### src/fv_defs.svh
`ifndef FV_DEFS_SVH
`define FV_DEFS_SVH

// Bank geometry
`define FV_WIDTH         64     // Two 32-bit feature values per line
`define LINES_PER_NODE   8
`define MAX_FV_NUM       16
`define NODES_PER_ITER   4
`define NUM_REPLAY_ITER  4
`define NUM_EDGE_PE      4

`define NUM_NODES        (`NODES_PER_ITER * `NUM_REPLAY_ITER)
`define SRAM_DEPTH       (`NUM_NODES * `LINES_PER_NODE)

// Derived widths
`define NODE_ID_W        ($clog2(`NUM_NODES))
`define SRAM_ADDR_W      ($clog2(`SRAM_DEPTH))
`define LINE_W           ($clog2(`LINES_PER_NODE))
`define LOCAL_NODE_W     ($clog2(`NODES_PER_ITER))
`define LINE_IDX_W       (`LOCAL_NODE_W + `LINE_W)
`define ITER_W           ($clog2(`NUM_REPLAY_ITER))
`define PE_TAG_W         ($clog2(`NUM_EDGE_PE))
`define FV_NUM_W         ($clog2(`MAX_FV_NUM) + 1)

`endif
### src/fv_pkg.sv
`include "fv_defs.svh"

package fv_pkg;

    // Request payload word
    // A write carries a full feature line, a read carries a small descriptor
    typedef union packed {
        logic [`FV_WIDTH-1:0] data;
        struct packed {
            logic [`FV_WIDTH-`PE_TAG_W-`FV_NUM_W-1:0] pad;  // Zero on a read
            logic [`PE_TAG_W-1:0]                     pe_tag;
            logic [`FV_NUM_W-1:0]                     fv_num;
        } rd;
    } fv_req_payload_u;

endpackage

### src/fv_bank_cntl.sv
`timescale 1ns/10ps

`include "fv_defs.svh"

module fv_bank_cntl (
    input  logic                      clk,
    input  logic                      reset,
    input  logic [`ITER_W-1:0]        replay_iter,
    input  logic                      update_phase,
    input  logic [`FV_NUM_W-1:0]      fv_num,
    input  logic                      req_valid,
    input  logic                      req_rd_wr,
    input  logic                      req_wr_eos,
    input  logic [`NODE_ID_W-1:0]     req_node_id,
    input  fv_pkg::fv_req_payload_u   req_payload,
    output logic                      sram_cen,
    output logic                      sram_wen,
    output logic [`SRAM_ADDR_W-1:0]   sram_addr,
    output logic [`FV_WIDTH-1:0]      sram_wdata,
    input  logic [`FV_WIDTH-1:0]      sram_rdata,
    output logic                      sm_vld,
    output logic                      sm_sos,
    output logic                      sm_eos,
    output logic [`LINE_IDX_W-1:0]    sm_addr,
    output logic [`FV_WIDTH-1:0]      sm_data,
    output logic                      edge_vld,
    output logic                      edge_sos,
    output logic                      edge_eos,
    output logic [`PE_TAG_W-1:0]      edge_pe_tag,
    output logic [`FV_WIDTH-1:0]      edge_data
);

    localparam logic [1:0] S_IDLE    = 2'd0;
    localparam logic [1:0] S_STREAM  = 2'd1;
    localparam logic [1:0] S_WB      = 2'd2;
    localparam logic [1:0] S_EDGE_RD = 2'd3;

    logic [1:0]                 state, nx_state;
    logic [`LINE_W-1:0]         line_cnt, nx_line_cnt;
    logic [`LOCAL_NODE_W-1:0]   node_cnt, nx_node_cnt;
    logic [`LINE_W:0]           num_lines, nx_num_lines;
    logic [`ITER_W-1:0]         cur_iter, nx_cur_iter;
    logic                       streamed, nx_streamed;
    logic [`NODE_ID_W-1:0]      node_q, nx_node_q;
    logic [`PE_TAG_W-1:0]       pe_tag_q, nx_pe_tag_q;

    logic line_last;
    logic node_last;
    logic stream_go;

    // Lines per node is half the feature count, rounded up
    function automatic logic [`LINE_W:0] line_count(input logic [`FV_NUM_W-1:0] num);
        logic [`FV_NUM_W:0] sum;
        sum = {1'b0, num} + 1'b1;
        return sum[`LINE_W+1:1];
    endfunction

    assign line_last = ({1'b0, line_cnt} + 1'b1) >= num_lines;
    assign node_last = node_cnt == (`NODES_PER_ITER - 1);
    assign stream_go = !update_phase && (!streamed || replay_iter != cur_iter);

    // Outputs carry the line read in the previous cycle
    assign sm_vld  = state == S_STREAM;
    assign sm_sos  = sm_vld && line_cnt == '0 && node_cnt == '0;
    assign sm_eos  = sm_vld && line_last && node_last;
    assign sm_addr = {node_cnt, line_cnt};
    assign sm_data = sram_rdata;

    assign edge_vld    = state == S_EDGE_RD;
    assign edge_sos    = edge_vld && line_cnt == '0;
    assign edge_eos    = edge_vld && line_last;
    assign edge_pe_tag = edge_vld ? pe_tag_q : '0;
    assign edge_data   = sram_rdata;

    always_comb begin
        nx_state     = state;
        nx_line_cnt  = line_cnt;
        nx_node_cnt  = node_cnt;
        nx_num_lines = num_lines;
        nx_cur_iter  = cur_iter;
        nx_streamed  = streamed;
        nx_node_q    = node_q;
        nx_pe_tag_q  = pe_tag_q;

        sram_cen   = 1'b1;
        sram_wen   = 1'b1;
        sram_addr  = '0;
        sram_wdata = '0;

        case (state)
            S_IDLE: begin
                if (stream_go) begin
                    nx_state     = S_STREAM;
                    nx_cur_iter  = replay_iter;
                    nx_streamed  = 1'b1;
                    nx_num_lines = line_count(fv_num);
                    nx_line_cnt  = '0;
                    nx_node_cnt  = '0;
                    sram_cen     = 1'b0;
                    sram_addr    = {replay_iter, {`LINE_IDX_W{1'b0}}};   // First line of node 0
                end else if (update_phase && req_valid) begin
                    nx_node_q = req_node_id;
                    sram_cen  = 1'b0;
                    sram_addr = {req_node_id, {`LINE_W{1'b0}}};
                    if (req_rd_wr) begin
                        // Line 0 of the burst commits now
                        sram_wen   = 1'b0;
                        sram_wdata = req_payload.data;
                        if (!req_wr_eos) begin
                            nx_state    = S_WB;
                            nx_line_cnt = 'd1;
                        end
                    end else begin
                        nx_state     = S_EDGE_RD;
                        nx_num_lines = line_count(req_payload.rd.fv_num);
                        nx_pe_tag_q  = req_payload.rd.pe_tag;
                        nx_line_cnt  = '0;
                    end
                end
            end

            S_STREAM: begin
                if (line_last) begin
                    nx_line_cnt = '0;
                    nx_node_cnt = node_cnt + 1'b1;
                end else begin
                    nx_line_cnt = line_cnt + 1'b1;
                end

                if (line_last && node_last) begin
                    nx_state    = S_IDLE;
                    nx_node_cnt = '0;
                end else begin
                    sram_cen  = 1'b0;                              // Prefetch next line
                    sram_addr = {cur_iter, nx_node_cnt, nx_line_cnt};
                end
            end

            S_WB: begin
                if (req_valid && req_rd_wr) begin
                    sram_cen    = 1'b0;
                    sram_wen    = 1'b0;
                    sram_addr   = {node_q, line_cnt};
                    sram_wdata  = req_payload.data;
                    nx_line_cnt = line_cnt + 1'b1;
                    if (req_wr_eos) begin
                        nx_state    = S_IDLE;
                        nx_line_cnt = '0;
                    end
                end
            end

            S_EDGE_RD: begin
                if (line_last) begin
                    nx_state    = S_IDLE;
                    nx_line_cnt = '0;
                end else begin
                    nx_line_cnt = line_cnt + 1'b1;
                    sram_cen    = 1'b0;
                    sram_addr   = {node_q, nx_line_cnt};
                end
            end

            default: nx_state = S_IDLE;
        endcase
    end

    always_ff @(posedge clk) begin
        if (!reset) begin
            state    <= S_IDLE;
            line_cnt <= '0;
            node_cnt <= '0;
            cur_iter <= '0;
            streamed <= 1'b0;
        end else begin
            state    <= nx_state;
            line_cnt <= nx_line_cnt;
            node_cnt <= nx_node_cnt;
            cur_iter <= nx_cur_iter;
            streamed <= nx_streamed;
        end
    end

    // Captured request fields
    always_ff @(posedge clk) begin
        num_lines <= nx_num_lines;
        node_q    <= nx_node_q;
        pe_tag_q  <= nx_pe_tag_q;
    end

endmodule

### config.mk
export PLATFORM = sky130hd
export DESIGN_NAME = fv_bank_cntl
export DESIGN_NICKNAME = d
export VERILOG_FILES = /design/src/fv_pkg.sv /design/src/fv_bank_cntl.sv
export VERILOG_INCLUDE_DIRS = /design/src /design/src/src
export SDC_FILE = /design/constraint.sdc
export NUM_CORES = 1
export LEC_CHECK = 0
export BUFFER_PORTS_ARGS = -buffer_cell sky130_fd_sc_hd__buf_2
export CAP_MARGIN = 20
export CORE_AREA = 3 3 138 140
export DETAILED_ROUTE_END_ITERATION = 8
export DIE_AREA = 0 0 141 143
export PLACE_DENSITY = 0.48
export RECOVER_POWER = 25
export SLEW_MARGIN = 10
export SYNTH_ARGS = -nofsm -noshare
export SYNTH_HDL_FRONTEND = slang
export SYNTH_SLANG_ARGS = --single-unit
### constraint.sdc
create_clock -name clk -period 2.25 [get_ports clk]
set_input_delay 0.45 -clock clk [delete_from_list [all_inputs] [get_ports clk]]
set_output_delay 0.45 -clock clk [all_outputs]
set_load 0.05 [all_outputs]
==> results of run 1 <==
worst max-delay path: cells and delay by family, from the launching register on:
kind / cells / cell delay (ps)
buffers and inverters: 2 / 320
adders and majority gates: 2 / 440
AOI/OAI and AO/OA: 5 / 820
DFF: 1 / 360
xor gates and xnor gates: 1 / 150
power groups by stage:
stage	Clock, W	Combinational, W	Sequential [W]
2_1_floorplan	0	0.00103	0.000454
3_3_place_gp	0	0.000765	0.000440
3_5_place_dp	0	0.000763	0.000441
4_1_cts	0.000434	0.000800	0.000433
5_1_grt	0.000445	0.000860	0.000436
6_report	0.000412	0.000802	0.000433
metrics by stage:
stage	total power, W	TNS, ps	cell area [um^2]	setup WS (ps)
floorplan	0.00148	-2360	2790	-562
global placement	0.00120	-1660	3360	-262
detailed placement	0.00120	-2010	3360	-303
CTS	0.00167	-3960	3570	-562
global route	0.00174	-5290	3630	-660
finish	0.00165	-4250	3630	-544
logic make-up after synthesis:
family          Yosys count  share of synthesized area, %
compound gates           34                          8.41
xor+xnor                  7                          2.27
fa+ha+maj                 9                          4.16
buf+inv                 151                          38.9
flops                    20                          18.5
mux                       7                          2.68
simple gates            119                          25.1
registers in the layout, indices dropped and copies added (netlist names):
name / count
line_cnt: 3
state: 2
num_lines: 4
cur_iter: 2
node_q: 4
pe_tag_q: 2
streamed: 1
node_cnt: 2
cell type report:
class / count / area [um^2] / share of cell area, %
Sequential cell: 20 / 509 / 14.0
Clock buffer: 4 / 88.8 / 2.44
Timing Repair Buffer: 200 / 1430 / 39.4
Inverter: 12 / 45.0 / 1.24
Multi-Input combinational cell: 176 / 1270 / 35.0
Tap cell: 229 / 287 / 7.89
layer usage:
| metal | global-route usage (%) | vias to the layer above |
|---|---|---|
| li1 | - | 1125 |
| met1 | 11.7 | 1037 |
| met2 | 16.8 | 140 |
| met3 | 2.78 | 32 |
| met4 | 3.31 | 2 |
| met5 | 0 | - |
placed cells by master, fill, tap and decap left out, types with 2 or more instances in the layout:
master,count
ha_4,3
buf_6,6
dfxtp_1,7
clkbuf_16,3
xnor2_1,5
ha_1,6
buf_4,33
nor2_1,11
nand2b_1,3
buf_2,122
inv_2,3
a222oi_1,2
mux2_2,2
edfxtp_1,10
nand2_1,11
o211ai_1,3
o21ai_2,5
nor3_1,4
a31oi_1,3
clkbuf_4,13
dfxtp_4,2
and2_1,66
o21a_1,4
nand2_2,2
nand3_1,5
clkbuf_1,6
o21ai_0,2
inv_1,9
a21oi_1,7
mux2i_1,5
buf_12,17
and3_1,3
buf_8,3
timing repair:
action,CTS,global route
gates resized for setup,27,20
buffers inserted,4,3
pin swaps,6,4
endpoints found under the setup margin,37,51
gates cloned,0,0
final timing paths:
path | startpoint | endpoint | depth (start not counted)
hold / removal | req_node_id[1] | node_q[1] | 1
hold reg to reg | streamed | streamed | 1
setup / recovery | line_cnt[1] | sram_addr[3] | 10
setup reg to reg | line_cnt[1] | line_cnt[2] | 11
==> results.py, run 1 <==
metrics = {
    "status": {
        "status": "complete, but fails checks",
        "failed_checks": "negative setup slack",
    },
    "global_routing": {
        "antenna_found_initial": 1,
        "grt_max_degree": 33,
        "grt_pass1_vias": 2374,
        "track_usage_pct": 9.77,
        "grt_pass1_wl_mm": 15.1,
        "gr-total-overflow": 0,
    },
    "power": {
        "p_clk_share_pct": 25.0,
        "seqPwrFrac_pct": 26.3,
        "power.internal_w": 0.00101,
        "powerDensity_nw_per_um2": 453,
        "vdd_ir_drop_max_uv": 234,
        "swShare_pct": 38.4,
        "p_comb_share_pct": 48.7,
        "p_switching_w": 0.000633,
        "p_leak_nw": 1.75,
    },
    "worst_setup_path": {
        "max_stage_delay_ps": 360,
        "rrSetupSlack_ps": 100,
        "cp_slowest_cell": "dfxtp_4",
        "crit_arrival_ps": 2340,
        "crit_chain": "ha_4, xor2_2, ha_1, o211ai_1, o211ai_1, a21boi_2, buf_4, a22oi_2, o21ai_2, buf_6",
        "worst-setup-path-type": "reg -> out",
        "crit_top_cell": "o211ai_1",
        "cp_max_fo": 5,
        "critPathLaunchType": "flop",
        "cp-end-kind": "output port",
        "required_ps": 1800,
    },
    "synth": {
        "synth_warnings": 0,
        "syn_nets": 501,
        "synth_top_flop_cell": "edfxtp_1",
        "yosysSeqAreaShare_pct": 18.5,
        "synth_top_cell_area_share_pct": 35.5,
        "netlist_area_um2": 2710,
        "ys_seq_elements": 20,
        "syn_avg_cell_area_um2": 7.80,
        "synthesis.instances": 347,
        "synth.most_common_cell": "buf_4",
        "synth_area_leader_cell": "buf_4",
        "async_flop_share_pct": 0,
        "synth_edf_count": 10,
        "synth_area_leaders": "buf_4 (36%), and2_1 (15%), edfxtp_1 (11%), dfxtp_1 (7.4%), ha_1 (4.2%)",
        "yosys-top-cells-count": "buf_4 (128), and2_1 (67), nand2_1 (13), nor2_1 (13), inv_1 (12)",
        "synth_cell_types": 38,
    },
    "sta": {
        "maxSlewViolCount": 0,
        "rsz0062_at_grt": "yes",
        "final.min_clock_period_ps": 2790,
        "finalClockSkew_ps": 4.05,
        "setup_viol": 10,
        "fin_crit_sh_pct": 124,
        "hold_ws_ps": 407,
        "fmax_mhz": 358,
        "hold_viol_final": 0,
        "slew_headroom_pct": 67.7,
        "worstMarginPinSlew_ps": 479,
        "layout_setup_ws_ps": -544,
    },
    "cells_and_area": {
        "drive_above_1_share_pct": 55.6,
        "finalNetCount": 567,
        "synthToLayoutAreaGrowth_pct": 34.3,
        "fillers": 2052,
        "antenna-diode-count": 0,
        "final_util_pct": 20.2,
        "layout.cells.non_filler": 641,
    },
    "detailed_routing": {
        "met1_length_mm": 4.12,
        "met2_length_mm": 5.21,
        "wl_met3_um": 933,
        "antenna_left": 0,
        "top_layer_used": "met5",
        "routed-via-count": 2336,
        "drtIter0Drc": 97,
        "wl_mm": 10.5,
        "viasPerCell": 3.64,
        "wl_per_cell_um": 16.4,
        "drc": 0,
        "dr.pass1.iters": 4,
    },
    "clock_network": {
        "numCtsBuffers": 3,
        "clkSlewWorstSetupHoldPaths_ps": 60,
        "clk_latency_ps": 250,
        "clock_sinks": 20,
        "htreeDepth": 1,
        "root_buffer": "clkbuf_16",
        "clk_path_buf_depth": 2,
        "cts_hold_buf": 0,
        "cts_tree": "built",
    },
    "die": {
        "start_util_pct": 15.1,
        "dieWidth_um": 141,
        "ios": 359,
        "dieArea_um2": 20200,
        "core_area_um2": 18000,
        "fp.dieH_um": 143,
        "rows": 49,
    },
    "place": {
        "hpwl_mm": 9.48,
        "place_congestion": 0.774,
        "dp_cells": 630,
        "port_buffers": 166,
    },
    "min_path": {
        "min_path_type": "in -> reg",
    },
    "flow_run": {
        "drv_cap": 0,
    },
}
Note: power is estimated with default switching activity, not from simulation.
==> run 2, diff against run 1 <==
==> constraint.sdc (replaced) <==
create_clock -name clk -period 2.25 [get_ports clk]
set_input_delay 0.3375 -clock clk [delete_from_list [all_inputs] [get_ports clk]]
set_output_delay 0.3375 -clock clk [all_outputs]
set_load 0.05 [all_outputs]
==> run 2 against run 1 <==
The run still ends with negative setup slack left. Count of clock-buffer cells in the layout stayed put. Clock power about the same. Non-clock buffer count is 6 lower. Sequential power rose by 2%. Hold slack worse by 130 ps. Routed wire length is 1.8% lower. Critical path type unchanged. Largest cell class is now multi-input gates. Largest power group unchanged.
==> results.py, run 2 (synthesized netlist as in run 1, its figures left out) <==
metrics = {
    "min_path": {
        "min_to": "node_q[2]",
        "min_delay_path_depth": 1,
        "min_path_type": "in -> reg",
        "min_from": "req_node_id[2]",
    },
    "sta": {
        "slew_headroom_pct": 74.4,
        "layout_setup_ws_ps": -393,
        "maxSlewViolCount": 0,
        "final.min_clock_period_ps": 2640,
        "hold_viol_final": 0,
        "fmax_mhz": 378,
        "rsz0062_at_grt": "yes",
        "setup_viol": 10,
        "finalClockSkew_ps": 5.42,
        "tns_ps": -2490,
        "fin_crit_sh_pct": 117,
        "hold_ws_ps": 276,
        "worstMarginPinSlew_ps": 384,
    },
    "flow_run": {
        "drv_cap": 0,
    },
    "place": {
        "port_buffers": 166,
        "postPlaceCellArea_um2": 3140,
        "hpwl_mm": 9.07,
        "place_congestion": 0.793,
    },
    "die": {
        "dieArea_um2": 20200,
        "fp.dieH_um": 143,
        "rows": 49,
        "core_area_um2": 18000,
        "dieWidth_um": 141,
        "ios": 359,
        "start_util_pct": 15.1,
    },
    "global_routing": {
        "grt_pass1_wl_mm": 14.6,
        "gr-total-overflow": 0,
        "grt_pass1_vias": 2316,
        "gr-max-usage-layer": "met2",
        "grt_max_degree": 49,
        "track_usage_pct": 9.49,
        "grtUsageMet2_pct": 16.1,
        "use_met3_pct": 1.74,
        "met1_usage_pct": 12.2,
        "antenna_found_initial": 0,
    },
    "worst_setup_path": {
        "crit_arrival_ps": 2310,
        "r2r_start": "cur_iter[0]",
        "worst-setup-path-type": "reg -> out",
        "cp-end-kind": "output port",
        "critPathLaunchType": "flop",
        "cp_slowest_cell": "a221o_2",
        "max_stage_delay_ps": 410,
        "cp_max_fo": 5,
        "required_ps": 1910,
        "reg2reg_depth": 8,
        "rrSetupSlack_ps": 100,
        "crit_top_cell": "o211ai_1",
        "timing.rr.end": "num_lines[3]",
        "crit_chain": "ha_4, xor2_2, ha_1, o211ai_1, o211ai_1, a21boi_2, a221o_2, buf_6",
    },
    "clock_network": {
        "numCtsBuffers": 3,
        "clock_sinks": 20,
        "clk_path_buf_depth": 2,
        "root_buffer": "clkbuf_16",
        "cts_hold_buf": 0,
        "clkSlewWorstSetupHoldPaths_ps": 60,
        "cts_tree": "built",
        "clk_latency_ps": 250,
        "htreeDepth": 1,
    },
    "cells_and_area": {
        "antenna-diode-count": 0,
        "synthToLayoutAreaGrowth_pct": 25.0,
        "final_util_pct": 18.8,
        "drive_above_1_share_pct": 54.9,
        "top_regs": "node_q (4), num_lines (4), line_cnt (3)",
        "finalNetCount": 561,
        "design_area_um2": 3380,
        "final_cell_mix": "buf_2 (151), and2_1 (66), buf_4 (27)",
        "layout_commonest_cell": "buf_2",
    },
    "power": {
        "p_leak_nw": 1.69,
        "fin_total_pwr_w": 0.00161,
        "powerDensity_nw_per_um2": 477,
        "vdd_ir_drop_max_uv": 220,
    },
    "detailed_routing": {
        "routed-via-count": 2307,
        "dr.pass1.iters": 4,
        "antenna_left": 0,
        "drc": 0,
        "viasPerCell": 3.63,
        "wl_per_cell_um": 16.3,
        "wl_mm": 10.3,
        "drtIter0Drc": 107,
    },
    "status": {
        "failed_checks": "negative setup slack",
        "status": "complete, but fails checks",
    },
}
-- run 2: changes by cell type in the layout (fill, tap and decap cells not counted), moves of 2 or more --
cell      change
buf_12       -12
buf_4         -6
clkbuf_4     -13
buf_2        +29
buf_6         -2
-- run 2: power by group --
| group | switching [W] | internal [W] | total, W |
|---|---|---|---|
| combinational | 0.000470 | 0.000290 | 0.000760 |
| sequential | 0.0000247 | 0.000415 | 0.000440 |
| clock | 0.000142 | 0.000271 | 0.000413 |
-- run 2: timing repair --
| item | CTS | global route |
|---|---|---|
| setup endpoints to repair | 10 | 13 |
| pin swaps | 3 | 2 |
| resized for setup | 24 | 8 |
| setup buffers | 3 | 2 |
| gates cloned | 0 | 0 |
-- run 2: per-layer routing --
layer	part of all wire [%]	wire, um
met3	7.4	768
met4	2.2	223
met2	49	5040
met1	42	4310
met5	0	0
-- run 2: worst max-delay path by stage --
stage | start | endpoint | cells past startpoint | slack (ps)
after floorplan | line_cnt[0] | sram_cen | 7 | -450
after global placement | line_cnt[1] | sram_addr[5] | 11 | -170
after detailed placement | line_cnt[1] | sram_addr[4] | 9 | -180
after CTS | line_cnt[0] | sram_addr[5] | 9 | -400
after global routing | line_cnt[0] | sram_addr[6] | 9 | -490
final | line_cnt[0] | sram_addr[4] | 8 | -390
-- run 2: layout make-up --
| cell class | count | area [um^2] |
|---|---|---|
| Timing Repair Buffer | 194 | 1150 |
| Sequential cell | 20 | 509 |
| Inverter | 12 | 45.0 |
| Multi-Input combinational cell | 176 | 1300 |
| Clock buffer | 4 | 88.8 |
| Fill cell | 2035 | 14600 |
| Tap cell | 229 | 287 |
-- run 2: worst max-delay path, delay by kind of cell, from the launching register on --
kind	cells	cell delay (ps)
xor+xnor	1	150
buf+inv	1	160
compound gates	4	940
fa+ha+maj	2	440
flops	1	370
-- run 2: metrics by stage --
step                cells  worst slack (ps)
finish                635              -393
global route          635              -493
CTS                   634              -405
detailed placement    627              -178
global placement      627              -172
floorplan             347              -449
